<file path="config.mk">
export PLATFORM = sky130hd
export DESIGN_NAME = regex_coprocessor
export DESIGN_NICKNAME = d
export VERILOG_FILES = /design/src/cicero_pkg.sv /design/src/prog_store.sv /design/src/char_window.sv /design/src/nfa_engine.sv /design/src/regex_supervisor.sv /design/src/regex_coprocessor.sv
export SDC_FILE = /design/constraint.sdc
export NUM_CORES = 1
export LEC_CHECK = 0
export ABC_AREA = 0
export BUFFER_PORTS_ARGS = -buffer_cell sky130_fd_sc_hd__buf_2
export CAP_MARGIN = 20
export CORE_AREA = 3 3 94 132
export CTS_BUF_LIST = sky130_fd_sc_hd__clkbuf_8
export CTS_CLUSTER_DIAMETER = 120
export CTS_CLUSTER_SIZE = 10
export DETAILED_ROUTE_END_ITERATION = 8
export DIE_AREA = 0 0 97 135
export GPL_TIMING_DRIVEN = 1
export PLACE_DENSITY = 0.81
export SYNTH_ARGS = -nofsm -noshare
export SYNTH_HDL_FRONTEND = slang
export SYNTH_HIERARCHICAL = 1
export SYNTH_SLANG_ARGS = --single-unit
</file>
<file path="constraint.sdc">
create_clock -name clk -period 4.7 [get_ports clk]
set_input_delay 0.235 -clock clk [delete_from_list [all_inputs] [get_ports clk]]
set_output_delay 0.235 -clock clk [all_outputs]
set_load 0.01 [all_outputs]
</file>
<file path="src/cicero_pkg.sv">
//~~~~~~~~~~~~~~~~~~~~
// shared widths, types and encodings of the regex coprocessor
// one memory word holds exactly CHARS_PER_WORD characters
// character 0 of a word sits in its low byte
// a byte pointer is the word address with the character id below it
//~~~~~~~~~~~~~~~~~~~~
`default_nettype none

package cicero_pkg;

    // character and memory geometry
    localparam int CHAR_WIDTH     = 8;
    localparam int CHARS_PER_WORD = 4;
    localparam int MEM_WIDTH      = CHAR_WIDTH * CHARS_PER_WORD;
    localparam int CHAR_ID_BITS   = $clog2(CHARS_PER_WORD);
    localparam int MEM_ADDR_WIDTH = 10;
    // byte pointer covers every character of the word space
    localparam int PTR_WIDTH      = MEM_ADDR_WIDTH + CHAR_ID_BITS;

    // engine program store
    localparam int PROG_DEPTH     = 8;
    localparam int PC_WIDTH       = $clog2(PROG_DEPTH);

    typedef logic [CHAR_WIDTH-1:0]     char_t;
    typedef logic [MEM_WIDTH-1:0]      word_t;
    typedef logic [PTR_WIDTH-1:0]      ptr_t;
    typedef logic [MEM_ADDR_WIDTH-1:0] mem_addr_t;
    typedef logic [PC_WIDTH-1:0]       pc_t;

    // program operations
    // OP_OPT_CHAR may also be skipped without consuming a character
    typedef enum logic [1:0] {
        OP_CHAR     = 2'd0,
        OP_ANY      = 2'd1,
        OP_OPT_CHAR = 2'd2,
        OP_ACCEPT   = 2'd3
    } opcode_e;

    // whole program as seen by the engine
    typedef opcode_e op_vec_t   [PROG_DEPTH];
    typedef char_t   char_vec_t [PROG_DEPTH];

    // job supervisor states
    typedef enum logic [2:0] {
        ST_IDLE        = 3'd0,
        ST_FETCH       = 3'd1,
        ST_LOAD        = 3'd2,
        ST_STEP        = 3'd3,
        ST_CHECK       = 3'd4,
        ST_DONE_ACCEPT = 3'd5,
        ST_DONE_REJECT = 3'd6,
        ST_ERROR       = 3'd7
    } sup_state_e;

endpackage

`default_nettype wire

</file>
<file path="src/prog_store.sv">
//~~~~~~~~~~~~~~~~~~~~
// engine program register file
// one entry written per prog_we strobe
// all entries readable at once, no read latency
// writing while a job runs is not supported
//~~~~~~~~~~~~~~~~~~~~
`default_nettype none

module prog_store
(
    input  wire logic                  clk,
    input  wire logic                  rst,
    input  wire logic                  prog_we,
    input  wire cicero_pkg::pc_t       prog_addr,
    input  wire cicero_pkg::opcode_e   prog_op,
    input  wire cicero_pkg::char_t     prog_char,
    output cicero_pkg::op_vec_t        rd_op,
    output cicero_pkg::char_vec_t      rd_char
);

    // opcodes come out of reset as accept
    // so an unwritten program matches everything
    always_ff @(posedge clk)
    begin
        if (rst)
        begin
            for (int i = 0; i < cicero_pkg::PROG_DEPTH; i++)
            begin
                rd_op[i] <= cicero_pkg::OP_ACCEPT;
            end
        end
        else if (prog_we)
        begin
            rd_op[prog_addr] <= prog_op;
        end
    end

    // literal is only looked at for char and opt_char entries
    always_ff @(posedge clk)
    begin
        if (prog_we)
        begin
            rd_char[prog_addr] <= prog_char;
        end
    end

endmodule

`default_nettype wire

</file>
<file path="src/char_window.sv">
//~~~~~~~~~~~~~~~~~~~~
// character window over the string in memory
// holds one memory word and a byte pointer into it
// the word must be loaded before the pointer's character is used
//~~~~~~~~~~~~~~~~~~~~
`default_nettype none

module char_window
(
    input  wire logic                  clk,
    input  wire logic                  rst,
    input  wire logic                  start_job,
    input  wire cicero_pkg::ptr_t      start_ptr,
    input  wire cicero_pkg::ptr_t      end_ptr,
    input  wire logic                  load_word,
    input  wire cicero_pkg::word_t     memory_data,
    input  wire logic                  advance,
    output cicero_pkg::char_t          cur_char,
    output cicero_pkg::mem_addr_t      cur_word_addr,
    output logic                       at_end,
    output logic                       word_boundary
);

    // current and end byte pointers
    cicero_pkg::ptr_t  ptr_q;
    cicero_pkg::ptr_t  end_q;
    // last word returned by memory
    cicero_pkg::word_t word_q;
    // character id of the current pointer
    logic [cicero_pkg::CHAR_ID_BITS-1:0] char_id;

    always_ff @(posedge clk)
    begin
        if (rst)
        begin
            ptr_q <= '0;
            end_q <= '0;
        end
        else if (start_job)
        begin
            // new job restarts the window at the first character
            ptr_q <= start_ptr;
            end_q <= end_ptr;
        end
        else if (advance)
        begin
            // one character consumed
            ptr_q <= ptr_q + 1'b1;
        end
    end

    // captured in the cycle after memory accepted the request
    always_ff @(posedge clk)
    begin
        if (load_word)
        begin
            word_q <= memory_data;
        end
    end

    assign char_id = ptr_q[cicero_pkg::CHAR_ID_BITS-1:0];

    // char 0 in the low byte of the word
    assign cur_char = word_q[char_id*cicero_pkg::CHAR_WIDTH +: cicero_pkg::CHAR_WIDTH];

    // word holding the current character
    assign cur_word_addr = ptr_q[cicero_pkg::PTR_WIDTH-1:cicero_pkg::CHAR_ID_BITS];

    // end pointer is exclusive
    assign at_end = (ptr_q == end_q);

    // first character of a word needs a fresh fetch
    assign word_boundary = (char_id == '0);

endmodule

`default_nettype wire

</file>
<file path="src/nfa_engine.sv">
//~~~~~~~~~~~~~~~~~~~~
// bit-parallel NFA over the program store
// one thread bit per program index
// a thread at the last index cannot move forward
// only opt_char entries add epsilon edges
//~~~~~~~~~~~~~~~~~~~~
`default_nettype none

module nfa_engine
(
    input  wire logic                  clk,
    input  wire logic                  rst,
    input  wire logic                  engine_init,
    input  wire logic                  engine_step,
    input  wire cicero_pkg::char_t     cur_char,
    input  wire cicero_pkg::op_vec_t   rd_op,
    input  wire cicero_pkg::char_vec_t rd_char,
    output logic                       accept_hit,
    output logic                       running
);

    // registered thread mask before closure
    logic [cicero_pkg::PROG_DEPTH-1:0] active;
    // mask after epsilon closure
    logic [cicero_pkg::PROG_DEPTH-1:0] closed;
    // closed entries holding accept
    logic [cicero_pkg::PROG_DEPTH-1:0] accepting;
    // mask after consuming cur_char
    logic [cicero_pkg::PROG_DEPTH-1:0] stepped;

    // closure ripples forward through chains of opt_char
    always_comb
    begin
        logic carry;
        carry = 1'b0;
        for (int i = 0; i < cicero_pkg::PROG_DEPTH; i++)
        begin
            closed[i] = active[i] | carry;
            carry     = closed[i] & (rd_op[i] == cicero_pkg::OP_OPT_CHAR);
        end
    end

    always_comb
    begin
        for (int i = 0; i < cicero_pkg::PROG_DEPTH; i++)
        begin
            accepting[i] = closed[i] & (rd_op[i] == cicero_pkg::OP_ACCEPT);
        end
    end

    // thread at i moves to i+1 when its entry takes cur_char
    always_comb
    begin
        stepped[0] = 1'b0;
        for (int i = 1; i < cicero_pkg::PROG_DEPTH; i++)
        begin
            stepped[i] = closed[i-1] &
                         ((rd_op[i-1] == cicero_pkg::OP_ANY) |
                          (((rd_op[i-1] == cicero_pkg::OP_CHAR) |
                            (rd_op[i-1] == cicero_pkg::OP_OPT_CHAR)) &
                           (rd_char[i-1] == cur_char)));
        end
    end

    always_ff @(posedge clk)
    begin
        if (rst)
        begin
            active <= '0;
        end
        else if (engine_init)
        begin
            // anchored start at index 0
            active <= {{(cicero_pkg::PROG_DEPTH-1){1'b0}}, 1'b1};
        end
        else if (engine_step)
        begin
            active <= stepped;
        end
    end

    assign accept_hit = |accepting;
    assign running    = |closed;

endmodule

`default_nettype wire

</file>
<file path="src/regex_supervisor.sv">
//~~~~~~~~~~~~~~~~~~~~
// job FSM of the coprocessor
// start_ptr must be word aligned, otherwise error latches until rst
// jobs are taken only in idle, one character per step
//~~~~~~~~~~~~~~~~~~~~
`default_nettype none

module regex_supervisor
(
    input  wire logic                  clk,
    input  wire logic                  rst,
    input  wire logic                  valid,
    input  wire cicero_pkg::ptr_t      start_ptr,
    input  wire logic                  memory_ready,
    input  wire cicero_pkg::mem_addr_t cur_word_addr,
    input  wire logic                  at_end,
    input  wire logic                  word_boundary,
    input  wire logic                  accept_hit,
    input  wire logic                  running,
    output logic                       ready,
    output logic                       start_job,
    output logic                       load_word,
    output logic                       advance,
    output logic                       engine_init,
    output logic                       engine_step,
    output logic                       memory_valid,
    output cicero_pkg::mem_addr_t      memory_addr,
    output logic                       done,
    output logic                       accept,
    output logic                       error
);

    cicero_pkg::sup_state_e state;
    cicero_pkg::sup_state_e state_nxt;
    // start pointer not on a word boundary
    logic misaligned;

    assign misaligned = (start_ptr[cicero_pkg::CHAR_ID_BITS-1:0] != '0);

    always_ff @(posedge clk)
    begin
        if (rst)
        begin
            state <= cicero_pkg::ST_IDLE;
        end
        else
        begin
            state <= state_nxt;
        end
    end

    always_comb
    begin
        state_nxt = state;
        case (state)
            cicero_pkg::ST_IDLE:
            begin
                if (valid)
                begin
                    state_nxt = misaligned ? cicero_pkg::ST_ERROR : cicero_pkg::ST_CHECK;
                end
            end
            cicero_pkg::ST_CHECK:
            begin
                // accept wins over end of string
                if (accept_hit)
                    state_nxt = cicero_pkg::ST_DONE_ACCEPT;
                else if (!running || at_end)
                    state_nxt = cicero_pkg::ST_DONE_REJECT;
                else if (word_boundary)
                    state_nxt = cicero_pkg::ST_FETCH;
                else
                    state_nxt = cicero_pkg::ST_STEP;
            end
            cicero_pkg::ST_FETCH:
            begin
                // hold the request until memory takes it
                if (memory_ready)
                    state_nxt = cicero_pkg::ST_LOAD;
            end
            cicero_pkg::ST_LOAD:
                state_nxt = cicero_pkg::ST_STEP;
            cicero_pkg::ST_STEP:
                state_nxt = cicero_pkg::ST_CHECK;
            cicero_pkg::ST_DONE_ACCEPT,
            cicero_pkg::ST_DONE_REJECT:
                state_nxt = cicero_pkg::ST_IDLE;
            cicero_pkg::ST_ERROR:
                // only rst leaves here
                state_nxt = cicero_pkg::ST_ERROR;
        endcase
    end

    // job handshake
    assign ready       = (state == cicero_pkg::ST_IDLE);
    assign start_job   = ready & valid;
    assign engine_init = start_job & ~misaligned;

    // memory request for the word under the pointer
    assign memory_valid = (state == cicero_pkg::ST_FETCH);
    assign memory_addr  = memory_valid ? cur_word_addr : '0;

    // read data arrives in load
    assign load_word = (state == cicero_pkg::ST_LOAD);

    // engine consumes the character while the window moves past it
    assign engine_step = (state == cicero_pkg::ST_STEP);
    assign advance     = (state == cicero_pkg::ST_STEP);

    // job result
    assign accept = (state == cicero_pkg::ST_DONE_ACCEPT);
    assign done   = accept | (state == cicero_pkg::ST_DONE_REJECT);
    assign error  = (state == cicero_pkg::ST_ERROR);

endmodule

`default_nettype wire

</file>
<file path="src/regex_coprocessor.sv">
//~~~~~~~~~~~~~~~~~~~~
// regex coprocessor top level
// memory read data is expected one cycle after valid and ready meet
// program is written through its own port, never during a job
//~~~~~~~~~~~~~~~~~~~~
`default_nettype none

module regex_coprocessor
(
    input  wire logic                  clk,
    input  wire logic                  rst,
    input  wire logic                  valid,
    input  wire cicero_pkg::ptr_t      start_ptr,
    input  wire cicero_pkg::ptr_t      end_ptr,
    input  wire logic                  prog_we,
    input  wire cicero_pkg::pc_t       prog_addr,
    input  wire cicero_pkg::opcode_e   prog_op,
    input  wire cicero_pkg::char_t     prog_char,
    input  wire logic                  memory_ready,
    input  wire cicero_pkg::word_t     memory_data,
    output logic                       ready,
    output logic                       memory_valid,
    output cicero_pkg::mem_addr_t      memory_addr,
    output logic                       done,
    output logic                       accept,
    output logic                       error
);

    // program to engine
    cicero_pkg::op_vec_t   rd_op;
    cicero_pkg::char_vec_t rd_char;
    // window status and control
    cicero_pkg::char_t     cur_char;
    cicero_pkg::mem_addr_t cur_word_addr;
    logic                  at_end;
    logic                  word_boundary;
    logic                  start_job;
    logic                  load_word;
    logic                  advance;
    // engine status and control
    logic                  accept_hit;
    logic                  running;
    logic                  engine_init;
    logic                  engine_step;

    prog_store u_prog_store (
        .clk           (clk),
        .rst           (rst),
        .prog_we       (prog_we),
        .prog_addr     (prog_addr),
        .prog_op       (prog_op),
        .prog_char     (prog_char),
        .rd_op         (rd_op),
        .rd_char       (rd_char)
    );

    char_window u_char_window (
        .clk           (clk),
        .rst           (rst),
        .start_job     (start_job),
        .start_ptr     (start_ptr),
        .end_ptr       (end_ptr),
        .load_word     (load_word),
        .memory_data   (memory_data),
        .advance       (advance),
        .cur_char      (cur_char),
        .cur_word_addr (cur_word_addr),
        .at_end        (at_end),
        .word_boundary (word_boundary)
    );

    nfa_engine u_nfa_engine (
        .clk           (clk),
        .rst           (rst),
        .engine_init   (engine_init),
        .engine_step   (engine_step),
        .cur_char      (cur_char),
        .rd_op         (rd_op),
        .rd_char       (rd_char),
        .accept_hit    (accept_hit),
        .running       (running)
    );

    regex_supervisor u_regex_supervisor (
        .clk           (clk),
        .rst           (rst),
        .valid         (valid),
        .start_ptr     (start_ptr),
        .memory_ready  (memory_ready),
        .cur_word_addr (cur_word_addr),
        .at_end        (at_end),
        .word_boundary (word_boundary),
        .accept_hit    (accept_hit),
        .running       (running),
        .ready         (ready),
        .start_job     (start_job),
        .load_word     (load_word),
        .advance       (advance),
        .engine_init   (engine_init),
        .engine_step   (engine_step),
        .memory_valid  (memory_valid),
        .memory_addr   (memory_addr),
        .done          (done),
        .accept        (accept),
        .error         (error)
    );

endmodule

`default_nettype wire

</file>
==> impl_metrics.toml <==
[cells_and_area]
final_area_sq_um = 7569
drive_gt1_share_pct = 22.86
num_antenna_cells = 0
final-seq-area_sq_um = 3664
utilization_pct = 66.75
syn_to_final_growth_pct = 17.09
fillCellCount = 831
fin_nets = 706
multiInputGateArea_sq_um = 2461

[routing]
routed_wl_microns = 15220
via_per_inst = 5.679
via_count = 4469
drtPass1Iterations = 5
ant_nets = 0
drt-initial-drc-count = 364
drc_errors = 0
wl_per_cell_microns = 19.34

[setup_path]
cp.buffers_inverters = 0
cpPeakStageDelay_ns = 0.85
rr_startpoint = "u_char_window/ptr_q[0]$_SDFFE_PP0P_"
setup.worst_path.start_class = "flop"
crit_path_cell_trace = "mux4_2 -> xor2_1 -> nor4_1 -> a21oi_1 -> o32a_1 -> nor2_1"
crit_required_ns = 5.07
cp_slowest_cell = "dfxtp_1"
arrival_ns = 3.20
crit_path_max_fanout = 15
critPathTopFamily = "flip-flops"
crit_start = "u_char_window/ptr_q[0]$_SDFFE_PP0P_"
path_class = "flop to flop"
cp-end-kind = "flop"

[floorplanning]
die_h_microns = 135
start_util_pct = 57.01
dieArea_sq_um = 13100
num_io_pins = 89
core_sq_um = 11340
die_x_microns = 97
num_rows = 46

[placement]
hpwl_microns = 9984
portBuffers = 88
gp_congestion = 0.8891
postPlaceCellArea_sq_um = 6843

[timing]
hold_violations = 0
slew_headroom_pct = 32.51
hold_slack_ns = 0.02666
min_period_ns = 2.829
clock_skew_ns = 0.01155
slew_violations = 0
worst_pin_slew_ns = 1.008
setup_tns_ns = 0
fin_crit_sh_pct = 60.18
grt_setup_unrepaired = "no"
finalSetupViolations = 0
fmax_mhz = 353.5

[clocking]
cts_tree = "done"
clkTransAtPathRegs_ns = 0.08
clock_path_buffers = 2
numClockSinks = 139
cts_max_level = 4
cts_resized = 0
clk_latency_ns = 0.44
numCtsBuffers = 17
cts_root_buffer = "clkbuf_8"

[global_routing]
grt_pass1_wl_microns = 23580
antenna_found_initial = 0
gr-total-overflow = 0
track_usage_pct = 23.58
grt_pass1_vias = 4429
grt_max_degree = 49

[yosys]
synth.avg_cell_area_sq_um = 12.24
synth_nets = 604
synth_warnings = 6
syn_inst = 528
syn_area_sq_um = 6464

[power_and_ir_drop]
max-vdd-ir-drop_uv = 336.5
cellPowerDensity_nw_per_um2 = 484.6
p_leak_nw = 2.891

[outcome]
status = "complete, no violations"

[worst_hold_path]
min_path_type = "primary input to flop"
min_from = "end_ptr[8]"

[flow_run]
max-cap-violations = 0
-- final timing paths --
check | endpoint | slack, ns | cells after the start
worst max-delay path | u_nfa_engine/active[2]$_SDFFE_PP0P_ | 1.87 | 6
worst min register to register | u_nfa_engine/active[5]$_SDFFE_PP0P_ | 0.49 | 2
worst max register to register | u_nfa_engine/active[2]$_SDFFE_PP0P_ | 1.87 | 6
worst min-delay path | u_char_window/end_q[8]$_SDFFE_PP0P_ | 0.03 | 3
-- final cells by class --
class / count / area share [%]
Timing Repair Buffer: 123 / 10.35
Clock inverter: 14 / 2.083
Multi-Input combinational cell: 329 / 32.52
Inverter: 20 / 0.9919
Clock buffer: 18 / 3.273
Sequential cell: 139 / 48.40
Tap cell: 144 / 2.381
-- registers in the layout, summed over array words and instances (netlist names) --
| signal | count |
|---|---|
| u_char_window/end_q | 12 |
| u_prog_store/rd_op | 16 |
| u_prog_store/rd_char | 56 |
| u_regex_supervisor/state | 3 |
| u_char_window/ptr_q | 12 |
| u_nfa_engine/active | 8 |
| u_char_window/word_q | 32 |
-- per-layer routing --
metal	routed length, microns	global-route usage (%)	vias to the layer above
met1	5901	27.39	2177
met5	0	0	-
li1	-	-	2100
met2	8255	42.70	171
met3	752	5.530	21
met4	310	8.119	0
-- power breakdown --
| group | switching [W] | internal (W) |
|---|---|---|
| logic | 0.000566 | 0.000465 |
| registers | 0.000181 | 0.00148 |
| clock network | 0.000482 | 0.000497 |
| total | 0.00123 | 0.00244 |
-- worst register-to-register path: stages, from the launching register on --
cell	delay [ns]
dfxtp_1	0.85
mux4_2	0.74
xor2_1	0.21
nor4_1	0.40
a21oi_1	0.14
o32a_1	0.34
nor2_1	0.09
-- what timing repair did --
item / CTS / global route
hold endpoints to repair: 32 / 0
hold buffers: 32 / 0
buffers inserted: 0 / 0
-- per-stage QoR --
step / setup WS, ns / total power, W / instances
6_report: 1.871 / 0.003668 / 787
5_1_grt: 1.732 / 0.003841 / 787
4_1_cts: 1.870 / 0.003655 / 787
3_5_place_dp: 1.914 / 0.002659 / 723
3_3_place_gp: 1.900 / 0.002622 / 723
2_1_floorplan: 2.424 / 0.002512 / 528
-- layout by cell type (no fill, tap or decap), drive strengths merged, types with 3 or more instances in the layout --
cell type	count
buf	91
o21a	4
o21ai	5
inv	26
nor2	50
nor4	6
and2	4
nor2b	5
nor3b	4
dlygate4sd3	32
a21oi	19
nand4b	3
nand2	16
and3	14
and4bb	3
dfxtp	51
clkinv	4
mux2i	32
xnor2	49
nor3	11
clkbuf	18
o22ai	3
nand4	19
mux4	8
edfxtp	88
xor2	29
nand3	8
o211ai	3
or2	3
Note: power is estimated with default switching activity, not from simulation.
